==> src/hw/dcache_cfg.svh <==
`ifndef DCACHE_CFG_SVH
`define DCACHE_CFG_SVH

// cpu side widths
`define DC_ADDR_W     32
`define DC_DATA_W     32

// geometry: 8 sets x 4 ways x 32-byte lines
`define DC_SETS       8
`define DC_WAYS       4
`define DC_OFFSET_W   5   // byte offset inside a line
`define DC_INDEX_W    3   // log2 of DC_SETS
`define DC_TAG_W      24  // addr - index - offset
`define DC_LINE_W     256
`define DC_BEATS      8   // words per line, one per burst beat
`define DC_BURST_LEN  7   // memory burst length code, beats - 1

// lru age per way, log2 of DC_WAYS
`define DC_AGE_W      2

`endif

==> src/hw/dcache_pkg.sv <==
`default_nettype none

`include "dcache_cfg.svh"

package dcache_pkg;

  // controller states, one per step of a hit or a miss
  typedef enum logic [3:0] {
    WAIT_CPU,   // idle, lookup on a valid request
    R_HIT,      // read accepted
    W_HIT,      // write merged into the hit way
    SEND_DATA,  // read data held until the cpu takes it
    WB_REQ,     // dirty victim, write-back request
    WB_DATA,    // 8 write-back beats
    RF_REQ,     // refill request
    RF_DATA,    // 8 refill beats
    RF_WRITE    // buffered line into the victim way
  } dc_state_e;

  typedef logic [`DC_ADDR_W-1:0]     addr_t;
  typedef logic [`DC_DATA_W-1:0]     word_t;
  typedef logic [`DC_LINE_W-1:0]     line_t;
  typedef logic [`DC_TAG_W-1:0]      tag_t;
  typedef logic [`DC_INDEX_W-1:0]    index_t;
  typedef logic [$clog2(`DC_WAYS)-1:0] way_idx_t;
  typedef logic [`DC_DATA_W/8-1:0]   wstrb_t;  // one bit per byte lane

endpackage

`default_nettype wire

==> src/hw/line_buffer.sv <==
`timescale 1ns/1ps
`default_nettype none

`include "dcache_cfg.svh"

// one line in flight between memory and the way arrays
module line_buffer (
  input  logic              clk,
  input  logic              rst,
  input  logic              load,         // capture victim line
  input  dcache_pkg::line_t victim_line,
  input  logic              shift_in,     // take one refill beat
  input  logic              shift_out,    // advance one write-back beat
  input  dcache_pkg::word_t beat_in,
  output dcache_pkg::line_t line,
  output dcache_pkg::word_t beat,
  output logic              wb_last
);

  localparam int CNT_W = $clog2(`DC_BEATS);
  localparam logic [CNT_W-1:0] LAST_BEAT = CNT_W'(`DC_BEATS - 1);

  logic [CNT_W-1:0] beat_cnt;  // write-back beats sent so far

  // both directions shift right by one word
  // refill enters at the top, so beat 0 lands in word 0 after 8 beats
  always_ff @(posedge clk) begin
    if (load)
      line <= victim_line;
    else if (shift_in)
      line <= {beat_in, line[`DC_LINE_W-1:`DC_DATA_W]};
    else if (shift_out)
      line <= {{`DC_DATA_W{1'b0}}, line[`DC_LINE_W-1:`DC_DATA_W]};  // word 0 goes first
  end

  always_ff @(posedge clk) begin
    if (rst) begin
      beat_cnt <= '0;
    end else if (load) begin
      beat_cnt <= '0;
    end else if (shift_out) begin
      beat_cnt <= beat_cnt + 1'b1;  // wraps to 0 after the 8th beat
    end
  end

  assign beat    = line[`DC_DATA_W-1:0];
  assign wb_last = (beat_cnt == LAST_BEAT);  // only reached inside a write-back

endmodule

`default_nettype wire

==> config.mk <==
export PLATFORM = sky130hd
export DESIGN_NAME = line_buffer
export DESIGN_NICKNAME = d
export VERILOG_FILES = /design/src/hw/dcache_pkg.sv /design/src/hw/line_buffer.sv
export VERILOG_INCLUDE_DIRS = /design/src /design/src/hw
export SDC_FILE = /design/constraint.sdc
export NUM_CORES = 1
export LEC_CHECK = 0
export ABC_AREA = 1
export BUFFER_PORTS_ARGS = -buffer_cell sky130_fd_sc_hd__clkbuf_2
export CORE_AREA = 2 2 229 231
export CTS_BUF_LIST = sky130_fd_sc_hd__clkbuf_4
export CTS_CLUSTER_DIAMETER = 100
export DETAILED_ROUTE_END_ITERATION = 8
export DIE_AREA = 0 0 231 233
export GPL_TIMING_DRIVEN = 0
export HOLD_SLACK_MARGIN = 0.08
export PLACE_DENSITY = 0.48
export RECOVER_POWER = 100
export SYNTH_ARGS = -nofsm -noshare
export SYNTH_HDL_FRONTEND = slang
export SYNTH_SLANG_ARGS = --single-unit
==> constraint.sdc <==
create_clock -name clk -period 8.6 [get_ports clk]
set_clock_uncertainty 0.15 [all_clocks]
set_input_delay 1.72 -clock clk [delete_from_list [all_inputs] [get_ports clk]]
set_output_delay 1.72 -clock clk [all_outputs]
set_load 0.05 [all_outputs]
==> metrics <==
Root Driver clkbuf_4; via count 10.07k; Remaining Overflow, GRT 0; synth warn 0; min cycle time layout approximately 4700 ps; Critical Path Start Type primary input; Post-DRT Antenna Nets 0; # DRC 0; RSZ-0062 raised after global routing false; Synth top area share about two thirds; Arr. time, crit path 4970 ps; CTS Sinks 259; post-synthesis cell type count 12; hold_buf cts 0; CP delay by family, top buffers and inverters; Worst setup EP type register; CP Class in2reg; Worst-path clk slew 60 ps; clk_lat worst skew 780 ps; period utilization 54.58%; endpoints failing setup 0; post-synthesis sequential element count roughly 260; final hold vios 0; max frequency around 210 MHz; Slew Limit Fails 0; Netlist Area Pre-Place 11,380 µm²; Die ar. around 54,000 µm²; Critical Path RT just under 9000 ps; post-CTS setup buffers 0; H-tree levels 3; CP max stage delay 790 ps; Die Height around 230 µm; Num CTS Buffers 76; row cnt between 80 and 90; CP max FO 67; vias in the first global route 10.10k; top_reg_cell synth edfxtp_1; largest net degree at the start of global routing 68; Seq/Total Area, Yosys around two thirds; Area growth, synth to finish 37.61%; GR Util All Layers 16.32%; fin nets about 2.1k; vias per cell about 4.0; Leak Pwr 7.521 nW; routed len/inst roughly 18 µm; Initial DRT Pass Iterations 5; ys async rst share 0%; Pwr Density about 240 nW/µm²; commonest cells in the synthesized netlist 775 x nand2_1, 256 x edfxtp_1, 49 x buf_4; worst slew pin tran 944.4 ps; Hold Slack between 300 and 400 ps; first-pass GRT wire length 63,330 µm; CTS tree built; count leader, synth nand2_1; share of cells above drive strength 1 25.35%; synth top area cells edfxtp_1 68%, nand2_1 26%, buf_4 3.2%; dpl hpwl 35,410 µm; Util after Layout 30.65%; core outline area 51,090 µm²; # resized after CTS 0; IO Count about 580; Routability Congestion approximately 0.86; Crit-path slowest cell nand2_1; Synth Area per Inst approximately 10 µm²; Die X-Extent 231 µm; Max-Cap Viols 0; Total Wirelength ~45,000 µm; maximum VDD drop 90.44 µV; status finished clean; largest area contributor in the netlist edfxtp_1; clk buf depth 3; Worst Path Buf+Inv 5; EDFF count, synth 256; initial core utilization 22.27%; crit-path cells clkbuf_1 -> clkinvlp_2 -> clkbuf_1 -> nand2_1 -> buf_16 -> buf_16; worst reg2reg setup slack 7390 ps; # port buffers 580; Max-slew headroom 36.89%; drt initial violations 412; Hold Path Class reg2reg; net count after synthesis 1,432; Power Total 3.743 mW; initial antenna violation count 3; Mapped Cells 1,137
==> flip-flops by register name, indices dropped and copies added (netlist names) <==
signal / cells
beat_cnt: 3
line: 256
==> where the power goes <==
| part | switching (mW) | internal (mW) | total, mW |
|---|---|---|---|
| clock | 0.555 | 0.596 | 1.15 |
| combinational | 0.773 | 0.182 | 0.955 |
| sequential | 0.0827 | 1.55 | 1.64 |
==> stage by stage <==
step                TNS, ps  worst slack, ps  std cells  area, µm²
floorplan                 0            166.8       1137      11380
global placement    -850720            -3354       2397      15130
detailed placement        0             4692       2401      15250
CTS                       0             4888       2530      16170
global route              0             3586       2531      15660
finish                    0             3906       2531      15660
==> metal layers <==
layer / part of all wire, % / routed length, µm / up-vias / global-route usage, %
met1: 40 / 17850 / 4563 / 18.73
met5: 0 / 0 / - / 0
met3: 6.6 / 3000 / 80 / 4.093
met2: 51 / 22970 / 433 / 28.65
met4: 3.0 / 1350 / 0 / 7.238
li1: - / - / 4998 / -
==> worst paths after layout <==
path / cells after the start / endpoint / from
setup / recovery: 6 / line[18] / load
hold reg to reg: 2 / beat_cnt[1] / beat_cnt[1]
setup reg to reg: 6 / beat_cnt[2] / beat_cnt[0]
hold / removal: 2 / beat_cnt[1] / beat_cnt[1]
==> worst reg2reg max path, stage by stage (launching register included) <==
cell and delay [ps]:
dfxtp_1 320, ha_1 200, ha_1 260, inv_1 50, nand2_1 40, nand2_1 50
nor2_1 40
==> cells by family (layout without fill, tap and decap cells) <==
| group | Yosys count | in the layout | synth area share [%] |
|---|---|---|---|
| buffers and inverters | 92 | 805 | 5.761 |
| other | 0 | 1 | 0 |
| adders and majority gates | 2 | 2 | 0.2198 |
| DFF | 259 | 259 | 68.07 |
| and+or+nand+nor | 784 | 784 | 25.95 |
==> cell type report <==
type                    count  area, µm²
fillers                  5703      35430
repair buffers            584       2651
well taps                 680      850.8
multi-input cells         786       2975
clock inverters            23      121.4
clock buffers             106      795.8
diodes                      1      2.502
flip-flops and latches    259       7747
plain buffers              88      500.5
inverters                   4      16.27
==> layout by cell type (no fill, tap or decap), types with 2 or more instances in the layout <==
cell / instances
buf_4: 39
clkbuf_1: 319
nand2_1: 775
clkinv_1: 15
nor2_1: 8
inv_1: 3
clkbuf_4: 106
edfxtp_1: 256
buf_2: 19
clkinv_2: 4
buf_16: 4
ha_1: 2
inv_2: 2
dfxtp_1: 3
clkbuf_2: 291
No activity file was read; power rests on OpenSTA's default activity.
