==> config.mk <==
export PLATFORM = sky130hd
export DESIGN_NAME = dcache_ctrl_flat
export DESIGN_NICKNAME = d
export VERILOG_FILES = /design/src/hw/dcache_pkg.sv /design/src/hw/way_if.sv /design/src/hw/dcache_ctrl.sv /design/src/flat_wrapper.sv
export VERILOG_INCLUDE_DIRS = /design/src /design/src/hw
export SDC_FILE = /design/constraint.sdc
export NUM_CORES = 1
export LEC_CHECK = 0
export BUFFER_PORTS_ARGS = -buffer_cell sky130_fd_sc_hd__buf_2
export CORE_ASPECT_RATIO = 1.25
export CORE_MARGIN = 3
export CORE_UTILIZATION = 31
export CTS_CLUSTER_SIZE = 14
export DETAILED_ROUTE_END_ITERATION = 10
export PLACE_DENSITY = 0.86
export SYNTH_ARGS = -nofsm -noshare
export SYNTH_HDL_FRONTEND = slang
export SYNTH_SLANG_ARGS = --single-unit
export TNS_END_PERCENT = 50
==> constraint.sdc <==
create_clock -name clk -period 4.45 [get_ports clk]
set_input_delay 0.6675 -clock clk [delete_from_list [all_inputs] [get_ports clk]]
set_output_delay 0.6675 -clock clk [all_outputs]
set_load 0.02 [all_outputs]
==> src/hw/dcache_cfg.svh <==
`ifndef DCACHE_CFG_SVH
`define DCACHE_CFG_SVH

// cpu side widths
`define DC_ADDR_W     32
`define DC_DATA_W     32

// geometry: 8 sets x 4 ways x 32-byte lines
`define DC_SETS       8
`define DC_WAYS       4
`define DC_OFFSET_W   5   // byte offset inside a line
`define DC_INDEX_W    3   // log2 of DC_SETS
`define DC_TAG_W      24  // addr - index - offset
`define DC_LINE_W     256
`define DC_BEATS      8   // words per line, one per burst beat
`define DC_BURST_LEN  7   // memory burst length code, beats - 1

// lru age per way, log2 of DC_WAYS
`define DC_AGE_W      2

`endif

==> src/hw/dcache_pkg.sv <==
`default_nettype none

`include "dcache_cfg.svh"

package dcache_pkg;

  // controller states, one per step of a hit or a miss
  typedef enum logic [3:0] {
    WAIT_CPU,   // idle, lookup on a valid request
    R_HIT,      // read accepted
    W_HIT,      // write merged into the hit way
    SEND_DATA,  // read data held until the cpu takes it
    WB_REQ,     // dirty victim, write-back request
    WB_DATA,    // 8 write-back beats
    RF_REQ,     // refill request
    RF_DATA,    // 8 refill beats
    RF_WRITE    // buffered line into the victim way
  } dc_state_e;

  typedef logic [`DC_ADDR_W-1:0]     addr_t;
  typedef logic [`DC_DATA_W-1:0]     word_t;
  typedef logic [`DC_LINE_W-1:0]     line_t;
  typedef logic [`DC_TAG_W-1:0]      tag_t;
  typedef logic [`DC_INDEX_W-1:0]    index_t;
  typedef logic [$clog2(`DC_WAYS)-1:0] way_idx_t;
  typedef logic [`DC_DATA_W/8-1:0]   wstrb_t;  // one bit per byte lane

endpackage

`default_nettype wire

==> src/hw/way_if.sv <==
`timescale 1ns/1ps
`default_nettype none

// link between the controller and the way arrays
interface way_if;
  import dcache_pkg::*;

  // controller -> ways
  logic hit_wr;        // merge cpu word into hit way, mark dirty
  logic refill_wr;     // line buffer into victim way, clean + valid
  logic touch;         // lookup hit in idle, update ages

  // ways -> controller
  logic hit;           // some valid way matches the tag
  logic victim_dirty;  // victim needs a write-back
  tag_t victim_tag;    // for the write-back address

  modport ctrl (
    output hit_wr, refill_wr, touch,
    input  hit, victim_dirty, victim_tag
  );

  modport ways (
    input  hit_wr, refill_wr, touch,
    output hit, victim_dirty, victim_tag
  );

endinterface

`default_nettype wire

==> src/hw/dcache_ctrl.sv <==
`timescale 1ns/1ps
`default_nettype none

`include "dcache_cfg.svh"

module dcache_ctrl (
  input  logic              clk,
  input  logic              rst,
  way_if.ctrl               ways,

  // cpu request / response
  input  logic              req_valid,
  input  logic              req_wr,
  input  dcache_pkg::addr_t req_addr,
  output logic              req_ready,
  output logic              rsp_valid,
  input  logic              rsp_ready,

  // memory read channels
  output logic              rd_req_valid,
  output dcache_pkg::addr_t rd_req_addr,
  input  logic              rd_req_ready,
  input  logic              rd_rsp_valid,
  input  logic              rd_rsp_last,
  output logic              rd_rsp_ready,

  // memory write channels
  output logic              wr_req_valid,
  output dcache_pkg::addr_t wr_req_addr,
  input  logic              wr_req_ready,
  output logic              wr_data_valid,
  input  logic              wr_data_ready,

  // line buffer control
  output logic              buf_load,
  output logic              buf_shift_in,
  output logic              buf_shift_out,
  input  logic              buf_wb_last
);
  import dcache_pkg::*;

  // every request moves a full line: len code 7 -> 8 beats
  localparam int unsigned REQ_BEATS = `DC_BURST_LEN + 1;

  dc_state_e state;
  dc_state_e state_nxt;
  index_t    index;

  generate
    if (REQ_BEATS != `DC_BEATS) begin : g_len_chk
      $error("burst length code does not match the line size");
    end
  endgenerate

  assign index = req_addr[`DC_OFFSET_W +: `DC_INDEX_W];

  always_ff @(posedge clk) begin
    if (rst) begin
      state <= WAIT_CPU;
    end else begin
      state <= state_nxt;
    end
  end

  always_comb begin
    state_nxt = state;
    case (state)
      WAIT_CPU: begin
        if (req_valid) begin
          if (ways.hit)
            state_nxt = req_wr ? W_HIT : R_HIT;
          else
            state_nxt = ways.victim_dirty ? WB_REQ : RF_REQ;  // clean victim skips write-back
        end
      end
      R_HIT:     state_nxt = SEND_DATA;
      W_HIT:     state_nxt = WAIT_CPU;
      SEND_DATA: if (rsp_ready) state_nxt = WAIT_CPU;  // hold under back-pressure
      WB_REQ:    if (wr_req_ready) state_nxt = WB_DATA;
      WB_DATA: begin
        if (wr_data_ready && buf_wb_last)
          state_nxt = RF_REQ;
      end
      RF_REQ:    if (rd_req_ready) state_nxt = RF_DATA;
      RF_DATA: begin
        if (rd_rsp_valid && rd_rsp_last)
          state_nxt = RF_WRITE;
      end
      RF_WRITE:  state_nxt = req_wr ? W_HIT : R_HIT;  // replay as a hit
      default:   state_nxt = WAIT_CPU;
    endcase
  end

  // cpu side
  assign req_ready = (state == R_HIT) || (state == W_HIT);  // one-cycle pulse
  assign rsp_valid = (state == SEND_DATA);

  // way array commands
  assign ways.touch     = (state == WAIT_CPU) && req_valid && ways.hit;
  assign ways.hit_wr    = (state == W_HIT);
  assign ways.refill_wr = (state == RF_WRITE);

  // write-back path
  assign wr_req_valid  = (state == WB_REQ);
  assign wr_req_addr   = {ways.victim_tag, index, {`DC_OFFSET_W{1'b0}}};
  assign wr_data_valid = (state == WB_DATA);
  assign buf_load      = (state == WB_REQ);  // victim stable while the request waits
  assign buf_shift_out = (state == WB_DATA) && wr_data_ready;

  // refill path, line-aligned cpu address
  assign rd_req_valid = (state == RF_REQ);
  assign rd_req_addr  = {req_addr[`DC_ADDR_W-1:`DC_OFFSET_W], {`DC_OFFSET_W{1'b0}}};
  assign rd_rsp_ready = (state == RF_DATA);
  assign buf_shift_in = (state == RF_DATA) && rd_rsp_valid;

endmodule

`default_nettype wire

==> src/flat_wrapper.sv <==
// flat-port wrapper written by rule: the top's interface ports become plain ports
module dcache_ctrl_flat import dcache_pkg::*;
  (clk, rst, req_valid, req_wr, req_addr, req_ready, rsp_valid, rsp_ready, rd_req_valid, rd_req_addr, rd_req_ready, rd_rsp_valid, rd_rsp_last, rd_rsp_ready, wr_req_valid, wr_req_addr, wr_req_ready, wr_data_valid, wr_data_ready, buf_load, buf_shift_in, buf_shift_out, buf_wb_last, ways_hit_wr, ways_refill_wr, ways_touch, ways_hit, ways_victim_dirty, ways_victim_tag);
  way_if ways_i ();
  input  logic clk;
  input  logic rst;
  input  logic req_valid;
  input  logic req_wr;
  input  dcache_pkg::addr_t req_addr;
  output logic req_ready;
  output logic rsp_valid;
  input  logic rsp_ready;
  output logic rd_req_valid;
  output dcache_pkg::addr_t rd_req_addr;
  input  logic rd_req_ready;
  input  logic rd_rsp_valid;
  input  logic rd_rsp_last;
  output logic rd_rsp_ready;
  output logic wr_req_valid;
  output dcache_pkg::addr_t wr_req_addr;
  input  logic wr_req_ready;
  output logic wr_data_valid;
  input  logic wr_data_ready;
  output logic buf_load;
  output logic buf_shift_in;
  output logic buf_shift_out;
  input  logic buf_wb_last;
  output wire logic [$bits(ways_i.hit_wr)-1:0] ways_hit_wr;
  output wire logic [$bits(ways_i.refill_wr)-1:0] ways_refill_wr;
  output wire logic [$bits(ways_i.touch)-1:0] ways_touch;
  input wire logic [$bits(ways_i.hit)-1:0] ways_hit;
  input wire logic [$bits(ways_i.victim_dirty)-1:0] ways_victim_dirty;
  input wire logic [$bits(ways_i.victim_tag)-1:0] ways_victim_tag;
  assign ways_hit_wr = ways_i.hit_wr;
  assign ways_refill_wr = ways_i.refill_wr;
  assign ways_touch = ways_i.touch;
  assign ways_i.hit = ways_hit;
  assign ways_i.victim_dirty = ways_victim_dirty;
  assign ways_i.victim_tag = ways_victim_tag;
  dcache_ctrl u_core (.clk(clk), .rst(rst), .ways(ways_i), .req_valid(req_valid), .req_wr(req_wr), .req_addr(req_addr), .req_ready(req_ready), .rsp_valid(rsp_valid), .rsp_ready(rsp_ready), .rd_req_valid(rd_req_valid), .rd_req_addr(rd_req_addr), .rd_req_ready(rd_req_ready), .rd_rsp_valid(rd_rsp_valid), .rd_rsp_last(rd_rsp_last), .rd_rsp_ready(rd_rsp_ready), .wr_req_valid(wr_req_valid), .wr_req_addr(wr_req_addr), .wr_req_ready(wr_req_ready), .wr_data_valid(wr_data_valid), .wr_data_ready(wr_data_ready), .buf_load(buf_load), .buf_shift_in(buf_shift_in), .buf_shift_out(buf_shift_out), .buf_wb_last(buf_wb_last));
endmodule
==> impl_results.md <==
* Mapped Avg Cell Area at 7.51 um2
* Switching Power at 165 uW
* Highest metal used: met4
* Largest net degree at the start of global routing at 17
* CP delay by family, top: flip-flops
* Deepest clock path buffer count at 2
* Placement Cell Area at 603 um2
* Final period utilization at 48.0%
* Crit-path cells: and4b_4 -> and2_1 -> buf_2
* TritonRoute pass-1 iters at 4
* Core area at 2790 um2
* Setup TNS at 0 ps
* Fin crit period at 2140 ps
* WL met2 at 905 um
* Placer Congestion at 0.838
* Min-delay worst type: input port to flip-flop
* Antenna Cells at 0
* Nets at 161
* Slowest CP cell: dfxtp_1
* Buf+Inv Stages, Crit Path at 1
* # resized after CTS at 0
* Clk slew on worst S/H paths at 30 ps
* Root Buffer: clkbuf_4
* CP startpoint: u_core.state[2]
* Layout cells sized above 1 at 35.6%
* PortBufs at 24
* Worst vdd ir at 0.000159 V
* Sequential area share after synthesis at 8.60%
* DR WL/cell at 16.5 um
* Via Count at 589
* Die extent in x at 55.0 um
* Fillers at 344
* Cell count of the worst reg-to-reg path at 4
* IO Pins at 145
* Sequential share of power at 26.5%
* Overall power at 329 uW
* Number of global-route vias before repair at 573
* Critical path depth at 3
* Startpoint types: flip-flop
* Max incr delay on CP at 610 ps
* Final WL at 2050 um
* Met1 WL at 579 um
* Initial drt markers at 6
* Gr usage total at 11.3%
* Clk sinks at 4
* WS Path Type: flip-flop to primary output
* Reg with most FFs: u_core.state
* Max-cap viol count at 0
* R2r startpoint: u_core.state[3]
* Num CTS Buffers at 3
* Critical path destination: buf_shift_in
* TritonCTS clock tree: done
* Die area at 3700 um2
* Final ANT Viol Nets at 0
* Fin. max-slew vios at 0
* Internal power at 164 uW
* Outcome: finished, final reports clean
* Layout area overhead at -32.8%
* Row cnt at 21
* Via-to-Cell Ratio at 4.75
* Clock share of power at 13.4%
* Die height at 67.3 um
* Design area at 626 um2
* Post-CTS Setup Bufs at 0
* Crit end category: primary output
* Max FFs per register at 4
* Max Fclk at 0.468 GHz
* Initial Util at 33.4%
* Net Sw Frac at 50.2%
* Setup violators final at 0
* Synthesized area at 931 um2
* Fin. Hold Viols at 0
* First-pass GRT wire length at 2870 um
* Count of cell types in the netlist at 36
* Largest registers: u_core.state: 4 flops
* CTS Hold Bufs at 0
* DRC errors left at 0
* Setup Skew at 1.27 ps
* WP data required at 3780 ps
* Data arrival, critical path at 1470 ps
* Static Leak at 0.311 nW
* Met3 wire len at 356 um
* Skew-Pair Late Insertion Delay at 230 ps
* Yosys Warn Count at 0
* Combinational group share of total power at 60.1%
* Crit-path max FO at 16
* FF+latch count, synth at 4
* Reg-to-Reg End: u_core.state[0]
* RSZ-0062 raised after global routing: no
* Post-Syn Instances at 124
* H-tree Lvls at 1
* Grt total ovfl at 0
* Initial antenna violation count at 0
* R2r setup slk at 2680 ps
* Pwr Density at 526 nW/um2
* Detail Placement HPWL at 1680 um
## worst min-delay path by stage
| stage | start | endpoint | slack, ps | cells past startpoint |
|---|---|---|---|---|
| 2_1_floorplan | u_core.state[0] | u_core.state[0] | 650 | 3 |
| 3_3_place_gp | u_core.state[1] | u_core.state[1] | 700 | 2 |
| 3_5_place_dp | u_core.state[1] | u_core.state[1] | 720 | 2 |
| 4_1_cts | rst | u_core.state[2] | 630 | 2 |
| 5_1_grt | rst | u_core.state[2] | 650 | 2 |
| 6_report | rst | u_core.state[2] | 640 | 2 |
## logic make-up after synthesis
family                 synth area share (%)
AO/OA/AOI/OAI                          9.27
XOR/XNOR                              0.941
other                                 0.403
buffers and inverters                  57.1
flip-flops                             8.60
AND/OR/NAND/NOR                        23.7
## per-stage QoR
step | utilization (%) | cells | hold WS [ps] | setup WS (ps)
6_report | 22.5 | 124 | 639 | 2310
4_1_cts | 22.5 | 124 | 629 | 2290
3_5_place_dp | 21.7 | 121 | 720 | 2550
5_1_grt | 22.5 | 124 | 646 | 2180
3_3_place_gp | 21.7 | 121 | 697 | 2550
2_1_floorplan | - | 133 | 647 | 2440
## power by group through the flow
| stage | Clock (mW) | Sequential (mW) | Combinational, mW |
|---|---|---|---|
| global placement | 0 | 0.0853 | 0.196 |
| floorplan | 0 | 0.0577 | 0.279 |
| detailed placement | 0 | 0.0873 | 0.199 |
| finish | 0.0441 | 0.0872 | 0.198 |
| global route | 0.0476 | 0.0930 | 0.219 |
| CTS | 0.0471 | 0.0868 | 0.200 |
## worst reg2reg max path: cells and delay by family (launching register included)
kind | cells | cell delay (ps)
DFF | 1 | 570
and+or+nand+nor | 2 | 560
AOI/OAI and AO/OA | 2 | 510
## placed cells by master, fill, tap and decap left out, drive strengths merged, types with 2 or more instances in the layout
master,Yosys,final
a311oi,2,2
and2,2,2
and3,2,2
and3b,2,2
buf,69,24
clkbuf,1,3
conb,1,10
dfxtp,4,4
inv,2,2
nand2,5,5
nand2b,2,2
nor2,7,7
nor3,3,3
nor4,2,2
o21ai,2,2
or2,2,2
or3,2,2
## layout make-up
type | instances | area, um2 | area share (%)
inverters | 2 | 7.51 | 1.20
well taps | 34 | 42.5 | 6.80
clock buffers | 3 | 22.5 | 3.60
multi-input cells | 57 | 353 | 56.4
flip-flops and latches | 4 | 80.1 | 12.8
repair buffers | 24 | 120 | 19.2
## cells in the mapped netlist
cell / number / area [um2]
buf_2: 2 / 10.0
a222oi_1: 1 / 10.0
buf_4: 65 / 488
or2_1: 1 / 6.26
a21o_1: 1 / 7.51
nor3b_1: 1 / 7.51
and3b_1: 2 / 17.5
a31oi_1: 1 / 6.26
nor4_1: 2 / 12.5
dfxtp_1: 4 / 80.1
nand3_1: 1 / 5.00
nand2_1: 5 / 18.8
and2_1: 2 / 12.5
and4bb_2: 1 / 12.5
and4b_4: 1 / 13.8
or3_1: 1 / 6.26
xnor2_1: 1 / 8.76
or2_0: 1 / 6.26
a21oi_1: 1 / 5.00
clkbuf_1: 1 / 3.75
nor4bb_1: 1 / 10.0
or3_4: 1 / 11.3
o2bb2ai_1: 1 / 8.76
nand2b_1: 2 / 12.5
buf_6: 2 / 22.5
a221oi_2: 1 / 15.0
nor3_1: 3 / 15.0
nor4b_1: 1 / 8.76
a311oi_1: 2 / 17.5
o22ai_1: 1 / 6.26
o21ai_0: 2 / 10.0
nor2_1: 7 / 26.3
conb_1: 1 / 3.75
and3_4: 1 / 11.3
inv_1: 2 / 7.51
and3_1: 1 / 6.26
## layer usage
layer  global-route usage (%)  up-vias
li1                         -      268
met2                     16.1       40
met4                     13.4        0
met1                     9.64      249
met3                     6.62       32
met5                        0        -
No activity file was read; power rests on OpenSTA's default activity.
